`config.mk`:
```
export PLATFORM = sky130hd
export DESIGN_NAME = xconf
export DESIGN_NICKNAME = d
export VERILOG_FILES = /design/src/xconf_pkg.sv /design/src/xconf.sv /design/src/xconf_mem.sv /design/src/xconf_reg.sv /design/src/xconf_host_port.sv
export SDC_FILE = /design/constraint.sdc
export NUM_CORES = 1
export LEC_CHECK = 0
export ABC_CLOCK_PERIOD_IN_PS = 23000
export BUFFER_PORTS_ARGS = -buffer_cell sky130_fd_sc_hd__buf_4
export CORE_MARGIN = 5
export CORE_UTILIZATION = 40
export CTS_CLUSTER_DIAMETER = 40
export CTS_CLUSTER_SIZE = 10
export DETAILED_ROUTE_END_ITERATION = 8
export SYNTH_ARGS = -nofsm -noshare
export SYNTH_HDL_FRONTEND = slang
export SYNTH_SLANG_ARGS = --single-unit
export TNS_END_PERCENT = 5
```
`constraint.sdc`:
```
create_clock -name clk -period 23 [get_ports clk]
set_input_delay 4.6 -clock clk [delete_from_list [all_inputs] [get_ports clk]]
set_output_delay 4.6 -clock clk [all_outputs]
set_load 0.02 [all_outputs]
```
`src/xconf_pkg.sv`:
```
package xconf_pkg;

   // data and address widths
   localparam int data_w      = 32;
   localparam int conf_addr_w = 6;
   localparam int addr_w      = 8;
   localparam int period_w    = 4;
   localparam int n_w         = 3;
   localparam int alu_fns_w   = 4;
   localparam int mul_fns_w   = 2;

   // unit counts, tied to the conf_t layout
   localparam int n_mem = 2;
   localparam int n_alu = 2;

   // configuration memory
   localparam int n_slots = 4;
   localparam int slot_w  = 2;

   // host port latency from strobe to ack
   localparam int ack_wait = 2;
   localparam int wait_w   = $clog2(ack_wait + 1);

   // address map
   localparam logic [conf_addr_w-1:0] conf_clear   = 6'd0;
   localparam logic [conf_addr_w-1:0] conf_mem_cmd = 6'd1;
   localparam logic [conf_addr_w-1:0] conf_mem0    = 6'd2;
   localparam logic [conf_addr_w-1:0] conf_mem1    = 6'd9;
   localparam logic [conf_addr_w-1:0] conf_alu0    = 6'd16;
   localparam logic [conf_addr_w-1:0] conf_alu1    = 6'd19;
   localparam logic [conf_addr_w-1:0] conf_mul0    = 6'd22;

   localparam logic [conf_addr_w-1:0] mem_base [n_mem] = '{conf_mem0, conf_mem1};
   localparam logic [conf_addr_w-1:0] alu_base [n_alu] = '{conf_alu0, conf_alu1};

   // memory port field offsets
   localparam logic [conf_addr_w-1:0] mem_iter  = 6'd0;
   localparam logic [conf_addr_w-1:0] mem_per   = 6'd1;
   localparam logic [conf_addr_w-1:0] mem_duty  = 6'd2;
   localparam logic [conf_addr_w-1:0] mem_sel   = 6'd3;
   localparam logic [conf_addr_w-1:0] mem_start = 6'd4;
   localparam logic [conf_addr_w-1:0] mem_incr  = 6'd5;
   localparam logic [conf_addr_w-1:0] mem_rvrs  = 6'd6;

   // alu and mul field offsets
   localparam logic [conf_addr_w-1:0] fld_sela = 6'd0;
   localparam logic [conf_addr_w-1:0] fld_selb = 6'd1;
   localparam logic [conf_addr_w-1:0] fld_fns  = 6'd2;

   typedef struct packed {
      logic [addr_w-1:0]   iter;
      logic [period_w-1:0] per;
      logic [period_w-1:0] duty;
      logic [n_w-1:0]      sel;
      logic [addr_w-1:0]   start;
      logic [addr_w-1:0]   incr;
      logic                rvrs;
   } mem_conf_t;

   typedef struct packed {
      logic [n_w-1:0]       sela;
      logic [n_w-1:0]       selb;
      logic [alu_fns_w-1:0] fns;
   } alu_conf_t;

   typedef struct packed {
      logic [n_w-1:0]       sela;
      logic [n_w-1:0]       selb;
      logic [mul_fns_w-1:0] fns;
   } mul_conf_t;

   // whole configuration word
   typedef struct packed {
      mem_conf_t [n_mem-1:0] mem;
      alu_conf_t [n_alu-1:0] alu;
      mul_conf_t             mul;
   } conf_t;

   typedef enum logic [1:0] {
      mem_nop   = 2'd0,
      mem_store = 2'd1,
      mem_load  = 2'd2,
      mem_rsvd  = 2'd3
   } mem_op_t;

   typedef struct packed {
      logic [data_w-slot_w-3:0] pad;
      logic [slot_w-1:0]        slot;
      mem_op_t                  op;
   } mem_cmd_t;

   // field value or memory command
   typedef union packed {
      logic [data_w-1:0] raw;
      mem_cmd_t          cmd;
   } ctr_word_u;

   typedef struct packed {
      logic [conf_addr_w-1:0] addr;
      ctr_word_u              data;
   } host_cmd_t;

endpackage
```
`src/xconf.sv`:
```
`timescale 1ns/100ps

module xconf (
   input  logic                 clk,
   input  logic                 rst,
   input  logic                 host_req,
   input  xconf_pkg::host_cmd_t host_cmd,
   output logic                 host_ack,
   output xconf_pkg::conf_t     conf_out
);

   import xconf_pkg::*;

   logic      ctr_wr;
   host_cmd_t ctr_cmd;
   logic      mem_cmd_valid;
   mem_cmd_t  mem_cmd;
   logic      conf_ld;
   conf_t     conf_in;

   xconf_host_port u_host_port (
      .clk           (clk),
      .rst           (rst),
      .host_req      (host_req),
      .host_cmd      (host_cmd),
      .host_ack      (host_ack),
      .ctr_wr        (ctr_wr),
      .ctr_cmd       (ctr_cmd),
      .mem_cmd_valid (mem_cmd_valid),
      .mem_cmd       (mem_cmd)
   );

   xconf_reg u_reg (
      .clk      (clk),
      .rst      (rst),
      .ctr_wr   (ctr_wr),
      .ctr_cmd  (ctr_cmd),
      .conf_ld  (conf_ld),
      .conf_in  (conf_in),
      .conf_out (conf_out)
   );

   // memory snapshots the live word
   xconf_mem u_mem (
      .clk           (clk),
      .rst           (rst),
      .mem_cmd_valid (mem_cmd_valid),
      .mem_cmd       (mem_cmd),
      .conf_cur      (conf_out),
      .conf_ld       (conf_ld),
      .conf_in       (conf_in)
   );

endmodule

```
`src/xconf_mem.sv`:
```
`timescale 1ns/100ps

module xconf_mem (
   input  logic                clk,
   input  logic                rst,
   input  logic                mem_cmd_valid,
   input  xconf_pkg::mem_cmd_t mem_cmd,
   input  xconf_pkg::conf_t    conf_cur,
   output logic                conf_ld,
   output xconf_pkg::conf_t    conf_in
);

   import xconf_pkg::*;

   conf_t slot_q [n_slots];
   logic  do_store;
   logic  do_load;

   // nop and rsvd fall through
   assign do_store = mem_cmd_valid && (mem_cmd.op == mem_store);
   assign do_load  = mem_cmd_valid && (mem_cmd.op == mem_load);

   always_ff @(posedge clk or posedge rst) begin
      if (rst) begin
         for (int i = 0; i < n_slots; i++) begin
            slot_q[i] <= '0;
         end
      end else if (do_store) begin
         slot_q[mem_cmd.slot] <= conf_cur;
      end
   end

   // load strobe to the register, one cycle after the command
   always_ff @(posedge clk or posedge rst) begin
      if (rst) begin
         conf_ld <= 1'b0;
      end else begin
         conf_ld <= do_load;
      end
   end

   always_ff @(posedge clk) begin
      if (do_load) begin
         conf_in <= slot_q[mem_cmd.slot];
      end
   end

endmodule

```
`src/xconf_reg.sv`:
```
`timescale 1ns/100ps

module xconf_reg (
   input  logic                 clk,
   input  logic                 rst,
   input  logic                 ctr_wr,
   input  xconf_pkg::host_cmd_t ctr_cmd,
   input  logic                 conf_ld,
   input  xconf_pkg::conf_t     conf_in,
   output xconf_pkg::conf_t     conf_out
);

   import xconf_pkg::*;

   conf_t                  conf_q;
   conf_t                  conf_nxt;
   logic [conf_addr_w-1:0] addr;
   logic [data_w-1:0]      raw;

   // address match against unit base plus field offset
   function automatic logic hit(
      input logic [conf_addr_w-1:0] a,
      input logic [conf_addr_w-1:0] base,
      input logic [conf_addr_w-1:0] off
   );
      logic [conf_addr_w-1:0] target;
      target = base + off;
      return (a == target);
   endfunction

   assign addr = ctr_cmd.addr;
   assign raw  = ctr_cmd.data.raw;

   always_comb begin
      conf_nxt = conf_q;

      if (conf_ld) begin
         conf_nxt = conf_in;
      end else if (ctr_wr) begin
         if (addr == conf_clear) begin
            conf_nxt = '0;
         end else begin
            // memory ports
            for (int i = 0; i < n_mem; i++) begin
               if (hit(addr, mem_base[i], mem_iter)) begin
                  conf_nxt.mem[i].iter = raw[addr_w-1:0];
               end
               if (hit(addr, mem_base[i], mem_per)) begin
                  conf_nxt.mem[i].per = raw[period_w-1:0];
               end
               if (hit(addr, mem_base[i], mem_duty)) begin
                  conf_nxt.mem[i].duty = raw[period_w-1:0];
               end
               if (hit(addr, mem_base[i], mem_sel)) begin
                  conf_nxt.mem[i].sel = raw[n_w-1:0];
               end
               if (hit(addr, mem_base[i], mem_start)) begin
                  conf_nxt.mem[i].start = raw[addr_w-1:0];
               end
               if (hit(addr, mem_base[i], mem_incr)) begin
                  conf_nxt.mem[i].incr = raw[addr_w-1:0];
               end
               if (hit(addr, mem_base[i], mem_rvrs)) begin
                  conf_nxt.mem[i].rvrs = raw[0];
               end
            end

            // alus
            for (int i = 0; i < n_alu; i++) begin
               if (hit(addr, alu_base[i], fld_sela)) begin
                  conf_nxt.alu[i].sela = raw[n_w-1:0];
               end
               if (hit(addr, alu_base[i], fld_selb)) begin
                  conf_nxt.alu[i].selb = raw[n_w-1:0];
               end
               if (hit(addr, alu_base[i], fld_fns)) begin
                  conf_nxt.alu[i].fns = raw[alu_fns_w-1:0];
               end
            end

            // single multiplier
            if (hit(addr, conf_mul0, fld_sela)) begin
               conf_nxt.mul.sela = raw[n_w-1:0];
            end
            if (hit(addr, conf_mul0, fld_selb)) begin
               conf_nxt.mul.selb = raw[n_w-1:0];
            end
            if (hit(addr, conf_mul0, fld_fns)) begin
               conf_nxt.mul.fns = raw[mul_fns_w-1:0];
            end
         end
      end
   end

   always_ff @(posedge clk or posedge rst) begin
      if (rst) begin
         conf_q <= '0;
      end else begin
         conf_q <= conf_nxt;
      end
   end

   assign conf_out = conf_q;

endmodule

```
`src/xconf_host_port.sv`:
```
`timescale 1ns/100ps

module xconf_host_port (
   input  logic                 clk,
   input  logic                 rst,
   input  logic                 host_req,
   input  xconf_pkg::host_cmd_t host_cmd,
   output logic                 host_ack,
   output logic                 ctr_wr,
   output xconf_pkg::host_cmd_t ctr_cmd,
   output logic                 mem_cmd_valid,
   output xconf_pkg::mem_cmd_t  mem_cmd
);

   import xconf_pkg::*;

   typedef enum logic [1:0] {
      st_idle,
      st_issue,
      st_wait,
      st_ack
   } state_t;

   state_t              state;
   logic [wait_w-1:0]   wait_cnt;
   host_cmd_t           cmd_q;
   logic                is_mem;

   always_ff @(posedge clk or posedge rst) begin
      if (rst) begin
         state    <= st_idle;
         wait_cnt <= '0;
      end else begin
         case (state)
            st_idle: begin
               if (host_req) begin
                  state <= st_issue;
               end
            end
            st_issue: begin
               state    <= st_wait;
               wait_cnt <= '0;
            end
            st_wait: begin
               if (wait_cnt == wait_w'(ack_wait - 1)) begin
                  state <= st_ack;
               end else begin
                  wait_cnt <= wait_cnt + 1'b1;
               end
            end
            st_ack: begin
               // hold ack until the host lets go
               if (!host_req) begin
                  state <= st_idle;
               end
            end
            default: state <= st_idle;
         endcase
      end
   end

   // command is stable while req is high
   always_ff @(posedge clk) begin
      if (state == st_idle && host_req) begin
         cmd_q <= host_cmd;
      end
   end

   assign is_mem = (cmd_q.addr == conf_mem_cmd);

   assign ctr_wr        = (state == st_issue) && !is_mem;
   assign mem_cmd_valid = (state == st_issue) && is_mem;
   assign ctr_cmd       = cmd_q;
   assign mem_cmd       = cmd_q.data.cmd;
   assign host_ack      = (state == st_ack);

endmodule

```
==> results of run 1 <==
how the worst min path moves through the flow:
stage                            from                end  slack [ns]  cells past startpoint
finish               u_mem.conf_in[1]  u_reg.conf_out[1]        0.46                      2
global route        u_mem.slot_q[292]  u_mem.slot_q[292]        0.49                      1
CTS                  u_mem.conf_in[1]  u_reg.conf_out[1]        0.48                      2
detailed placement  u_mem.slot_q[300]  u_mem.slot_q[300]        0.47                      1
global placement     u_mem.conf_in[1]  u_reg.conf_out[1]        0.46                      2
floorplan            u_mem.conf_in[0]  u_reg.conf_out[0]        0.45                      2
cell usage in the layout, fill, tap and decap left out, types with 14 or more instances in the layout:
cell type / instances
a22o_1: 14
nor2_1: 19
nand2_1: 37
clkbuf_1: 25
dfrtp_1: 504
edfxtp_1: 114
mux4_2: 100
a21oi_1: 97
buf_4: 142
mux2i_1: 51
clkbuf_16: 92
inv_1: 57
o21ai_0: 28
mux2_1: 400
registers in the layout (all words and copies together), names as in the netlist:
| name | cells |
|---|---|
| u_host_port.ctr_cmd | 6 |
| u_host_port.mem_cmd | 8 |
| u_host_port.state | 2 |
| u_host_port.wait_cnt | 2 |
| u_mem.conf_in | 100 |
| u_mem.conf_ld | 1 |
| u_mem.slot_q | 400 |
| u_reg.conf_out | 100 |
kinds of logic (layout without fill, tap and decap cells):
kind of cell,Yosys count,in the layout
flip-flops,619,619
multiplexers,564,564
AO/OA/AOI/OAI,176,176
buffers and inverters,160,368
AND/OR/NAND/NOR,97,97
XOR/XNOR,8,8
adder cells (fa/ha/maj),6,6
layer usage:
layer	up-vias	share of wire, %	wire length [µm]	track usage (%)
met5	-	0	0	0
met2	242	49	29900	28.9
met4	0	2.0	1210	4.97
met3	68	4.8	2950	3.80
met1	7723	44	27100	23.8
li1	6314	-	-	-
area by class of cell:
cell class / count / area [µm²] / share of cell area [%]
Sequential cell: 619 / 16100 / 52.3
Tap cell: 855 / 1070 / 3.48
Clock inverter: 42 / 619 / 2.01
Timing Repair Buffer: 143 / 1090 / 3.53
Clock buffer: 125 / 2510 / 8.15
Multi-Input combinational cell: 851 / 9170 / 29.8
Inverter: 58 / 225 / 0.733
worst max-delay path, stage by stage:
cell and delay, ns:
buf_4 0.13, inv_8 0.45, buf_4 0.91, buf_4 0.97
buf_4 0.90
metrics by stage:
step / hold slack [ns] / utilization [%] / setup slack, ns / total power, mW / instances
2_1_floorplan: 0.445 / - / 4.30 / 1.57 / 1630
3_3_place_gp: 0.456 / 42.8 / 14.60 / 1.80 / 2526
3_5_place_dp: 0.471 / 42.8 / 14.47 / 1.81 / 2526
4_1_cts: 0.476 / 47.7 / 15.12 / 3.24 / 2693
5_1_grt: 0.491 / 47.7 / 14.62 / 3.34 / 2693
6_report: 0.464 / 47.7 / 15.34 / 3.19 / 2693
power breakdown:
group	leakage, nW	internal (mW)	total, mW	switching, mW
logic	5.42	0.180	0.453	0.273
registers	7.81	1.20	1.33	0.131
clock network	1.53	0.912	1.41	0.497
==> results.tsv, run 1 <==
stage	metric	value	unit
run_status	status	completed	
timing	final hold violations	0	
worst_hold_path	min-delay worst type	reg -> reg	
floorplan	Die ar.	70400	µm²
clocking	CTS Hold Bufs	0	
timing	Max Slew Vio Count	0	
worst_setup_path	reg2reg start	u_host_port.state[1]	
worst_setup_path	CP Capture Point	u_mem.slot_q[216]	
floorplan	Row Count	93	
yosys	synth unique cells	50	
timing	RSZ-0062 raised after global routing	false	
layout	design area	30700	µm²
worst_setup_path	Critical Path Start Type	input pin	
floorplan	# IOs	142	
yosys	yosys warns	0	
yosys	Post-synth top flop	dfrtp_1	
timing	FMAX	131	MHz
yosys	flop and latch count out of synthesis	619	
yosys	Post-Synth XOR/XNOR Area	0.269	%
floorplan	core area	64500	µm²
routing	Via density	5.33	
layout	layout cells sized above 1	22.9	%
placement	DP Area	27600	µm²
worst_setup_path	reg2reg path depth	8	
clocking	Clock Tree Buf Depth	3	
placement	IO buf count	117	
placement	GPL Wtd Cong	0.725	
worst_setup_path	internal reg-to-reg setup slack	19.10	ns
global_route	largest net degree at the start of global routing	116	
clocking	H-tree level count	3	
yosys	synthesized area per cell	16.0	µm²
worst_setup_path	Worst Path Required	23.59	ns
yosys	area leader, netlist	dfrtp_1	
yosys	top cell type's share of synthesized area	48.5	%
routing	DRT Pass-1 Iters	5	
clocking	number of sinks on the clock net	619	
clocking	clock latency on the worst-skew pair	0.62	ns
global_route	Global Route Usage Sum	17.6	%
global_route	first-pass GRT wire length	96300	µm
pwr	Pleak	14.8	nW
yosys	Synth Area in Compound Gates	3.88	%
yosys	Post-synth top cells	505 x dfrtp_1, 400 x mux2_1, 114 x edfxtp_1	
routing	initial DRC count	853	
worst_setup_path	Crit Path Category	in -> async	
clocking	CTS tree	built	
floorplan	Starting Density	40.4	%
layout	Final #Nets	1810	
yosys	Syn Inst Count	1630	
routing	post-DR wirelength/cell	22.7	µm
clocking	Root Buffer	clkbuf_16	
timing	worst slew pin tran	1.10	ns
worst_setup_path	critical path capture point type	async pin	
worst_setup_path	Setup crit start	rst	
layout	Layout area overhead	17.9	%
clocking	Worst-path clk slew	0.05	ns
routing	drt drc	0	
yosys	top cells by area, synth	dfrtp_1 48%, mux2_1 17%, edfxtp_1 13%	
global_route	vias in the first global route	15600	
yosys	Post-Synth Simple-Gate Area	2.03	%
clocking	clock buffer count from CTS	90	
pwr	PwrDens	104	nW/µm²
timing	skew final	0.0215	ns
routing	final WL	61200	µm
pwr	Max VDD drop	0.0000568	V
placement	Final HPWL DP	34600	µm
yosys	top-count cell post-synth	dfrtp_1	
yosys	adder-cell share of the synthesized area	0.288	%
global_route	antenna violations before repair	0	
timing	fin crit share	33.3	%
global_route	GR Overflow Total	0	
yosys	Seq/Total Area, Yosys	61.6	%
yosys	Syn Nets	1677	
yosys	largest family of logic cells by synthesized area	multiplexers	
layout	fillers	5534	
worst_setup_path	reg2reg end	u_mem.slot_q[307]	
clocking	PostCTS Resize Cnt	0	
routing	vias	14300	
worst_setup_path	CP Data Arrival Time	8.26	ns
yosys	ys async rst share	81.6	%
timing	Max-slew headroom	26.8	%
clocking	# Post-CTS Setup Buffers	0	
floorplan	Vert. Die Dim	265	µm
yosys	cell area after synthesis	26100	µm²
layout	antenna fix cells	0	
routing	ANT nets after route	0	
timing	final setup fails	0	
yosys	fraction of synthesized area in multiplexers	28.4	%
run	Max Cap Viol	0	
floorplan	Die W	265	µm
worst_setup_path	Crit Path Max Fanout	115	
yosys	EDFF count, synth	114	
timing	Setup TNS	0	ns
timing	Final min period	7.66	ns
Note: power is estimated with default switching activity, not from simulation.
==> run 2, diff against run 1 <==
--- a/config.mk
+++ b/config.mk
@@ -5,7 +5,7 @@
 export SDC_FILE = /design/constraint.sdc
 export NUM_CORES = 1
 export LEC_CHECK = 0
-export ABC_CLOCK_PERIOD_IN_PS = 23000
+export ABC_CLOCK_PERIOD_IN_PS = 7000
 export BUFFER_PORTS_ARGS = -buffer_cell sky130_fd_sc_hd__buf_4
 export CORE_MARGIN = 5
 export CORE_UTILIZATION = 40
==> constraint.sdc (replaced) <==
create_clock -name clk -period 7 [get_ports clk]
set_input_delay 1.4 -clock clk [delete_from_list [all_inputs] [get_ports clk]]
set_output_delay 1.4 -clock clk [all_outputs]
set_load 0.02 [all_outputs]
==> results.tsv, run 2 (same netlist as run 1, synthesis figures left out) <==
stage	metric	value	unit	change
clocking	clock latency on the worst-skew pair	0.63	ns	about the same
routing	wl on met1	26700	µm	-1.6%
timing	RSZ-0062 raised after global routing	false		
timing	FMAX	300	MHz	
floorplan	Starting Density	40.4	%	unchanged
floorplan	# IOs	142		unchanged
layout	antenna fix cells	0		unchanged
routing	final WL	61100	µm	about the same
pwr	PwrDens	347	nW/µm²	+230%
global_route	first-pass GRT wire length	96500	µm	+0.21%
routing	max layer used	met4		
worst_setup_path	critical path capture point type	flop		
worst_hold_path	Hold Crit Start	u_mem.conf_in[0]		
worst_hold_path	min-delay worst type	reg -> reg		
clocking	Clock Tree Buf Depth	3		unchanged
worst_setup_path	reg2reg end	u_mem.slot_q[156]		
placement	GPL Wtd Cong	0.734		+1.1%
clocking	number of sinks on the clock net	619		unchanged
layout	design area	31000	µm²	+0.77%
global_route	GR Overflow Total	0		unchanged
routing	routed wl met2	30300	µm	+1.2%
layout	fillers	5520		-0.25%
run	Max Cap Viol	0		unchanged
worst_setup_path	slowest CP cell	edfxtp_1		
routing	post-DR wirelength/cell	22.6	µm	-0.50%
timing	final setup fails	0		unchanged
clocking	# Post-CTS Setup Buffers	0		unchanged
floorplan	Die ar.	70400	µm²	unchanged
layout	most common cell after layout, fill and taps aside	dfrtp_1		
timing	Setup TNS	0	ns	unchanged
pwr	Reg power frac	40.7	%	-1.0 points
worst_setup_path	reg2reg start	u_host_port.ctr_cmd[35]		
routing	met3 WL	3000	µm	+1.8%
worst_setup_path	CP Data Arrival Time	3.82	ns	-4.44 ns
worst_setup_path	Worst Path Required	7.49	ns	-16.10 ns
timing	skew final	0.0211	ns	-0.000391 ns
layout	max reg flops	400		unchanged
worst_setup_path	crit-path most repeated cell	buf_4		
clocking	H-tree level count	3		unchanged
worst_setup_path	Worst Path Buf+Inv	2		-3
pwr	Logic pwr share	13.9	%	-0.3 points
worst_setup_path	Crit Path Category	reg -> reg		
global_route	vias in the first global route	15700		+0.99%
worst_setup_path	top cell family by delay on the critical path	buffers and inverters		
global_route	largest net degree at the start of global routing	162		+40%
floorplan	core area	64500	µm²	unchanged
floorplan	Row Count	93		unchanged
timing	final hold violations	0		unchanged
layout	Final #Nets	1816		+0.33%
routing	Via density	5.30		-0.60%
routing	vias	14300		-0.20%
clocking	Worst-path clk slew	0.05	ns	about the same
routing	DRT Pass-1 Iters	4		-1
timing	fin crit share	47.6	%	
layout	register area	16100	µm²	unchanged
timing	Max Slew Vio Count	0		unchanged
pwr	Pleak	14.8	nW	+0.60%
worst_setup_path	reg2reg path depth	6		-2
routing	initial DRC count	885		+3.8%
worst_setup_path	max incr delay on CP	0.80	ns	-0.17 ns
placement	Final HPWL DP	34500	µm	-0.52%
layout	Top reg by flops	u_mem.slot_q		
floorplan	Die W	265	µm	unchanged
pwr	Internal	7.69	mW	+240%
timing	Max-slew headroom	23.3	%	-3.5 points
worst_hold_path	WHS Path Cells	2		unchanged
clocking	PostCTS Resize Cnt	0		unchanged
floorplan	Vert. Die Dim	265	µm	unchanged
layout	Layout area overhead	18.8	%	
layout	layout cells sized above 1	23.6	%	+0.73 points
clocking	clock buffer count from CTS	95		+5.6%
worst_setup_path	Crit Path Max Fanout	48		-58%
pwr	Max VDD drop	0.000180	V	+220%
clocking	CTS Hold Bufs	0		unchanged
clocking	CTS tree	built		
worst_setup_path	CP Cell Sequence	nor2_1 -> and3_1 -> nand4b_1 -> buf_4 -> buf_4 -> mux2_1		
timing	Final min period	3.34	ns	
worst_setup_path	Critical Path Start Type	flop		
clocking	Root Buffer	clkbuf_16		
global_route	Global Route Usage Sum	17.5	%	about the same
routing	drt drc	0		unchanged
placement	DP Area	27600	µm²	about the same
run_status	status	completed		
pwr	Clk pwr share	45.4	%	+1.3 points
layout	area of the multi-input gates	9170	µm²	about the same
pwr	switching power	3.05	mW	+240%
pwr	Sw Ratio	28.4	%	+0.21 points
layout	most frequent cells in the layout	504 x dfrtp_1, 400 x mux2_1, 141 x buf_4		
routing	ANT nets after route	0		unchanged
global_route	antenna violations before repair	0		unchanged
timing	worst slew pin tran	1.15	ns	+0.0529 ns
placement	IO buf count	117		unchanged
worst_hold_path	WHS Endpoint	u_reg.conf_out[0]		
worst_setup_path	internal reg-to-reg setup slack	3.66	ns	-15.44 ns
==> run 2: cell types whose count changed in the layout (fill, tap and decap cells not counted), sizes merged <==
cell,change
clkinvlp,+10
clkbuf,-3
inv,+2
buf,+1
bufinv,+1
==> run 2: stage by stage <==
stage / hold WS, ns / power, mW / std cells / worst slack, ns / utilization (%)
after floorplan: 0.445 / 5.15 / 1630 / -1.25 / -
after global placement: 0.452 / 5.93 / 2527 / 3.68 / 42.9
after detailed placement: 0.468 / 5.97 / 2527 / 3.63 / 42.9
after CTS: 0.479 / 10.9 / 2704 / 3.66 / 48.1
after global routing: 0.493 / 11.2 / 2704 / 3.48 / 48.1
final: 0.475 / 10.7 / 2704 / 3.66 / 48.1
==> run 2: layout make-up <==
class / instances / area share (%)
tap: 855 / 3.45
sequential: 619 / 51.9
multi-input combinational: 851 / 29.6
clock inverter: 55 / 2.40
clock buffer: 122 / 8.36
timing repair buffer: 144 / 3.61
inverter: 58 / 0.715
==> run 2: worst max-delay path by stage <==
stage / from / to / slack [ns] / depth (start not counted)
2_1_floorplan: rst / u_host_port.state[0] / -1.25 / 1
3_3_place_gp: rst / u_mem.slot_q[231] / 3.68 / 4
3_5_place_dp: rst / u_mem.slot_q[231] / 3.63 / 4
4_1_cts: u_host_port.ctr_cmd[35] / u_mem.slot_q[156] / 3.66 / 6
5_1_grt: u_host_port.ctr_cmd[35] / u_mem.slot_q[159] / 3.48 / 6
6_report: u_host_port.ctr_cmd[35] / u_mem.slot_q[156] / 3.66 / 6
==> run 2: power by group through the flow <==
stage	clock (mW)	sequential (mW)	combinational, mW
floorplan	0	4.55	0.599
global placement	0	4.41	1.52
detailed placement	0	4.43	1.54
CTS	4.99	4.38	1.54
global route	5.15	4.44	1.63
finish	4.88	4.37	1.49
==> run 2: per-layer routing <==
metal / vias to the layer above / track usage (%)
met4: 0 / 5.02
met2: 240 / 29.1
met1: 7683 / 23.5
li1: 6317 / -
met3: 79 / 3.94
met5: - / 0
==> run 2: worst register-to-register path: cells and delay by family (launching register included) <==
| family | cells | cell delay, ns |
|---|---|---|
| and+or+nand+nor | 3 | 0.64 |
| muxes | 1 | 0.45 |
| DFF | 1 | 0.80 |
| buffers and inverters | 2 | 1.32 |
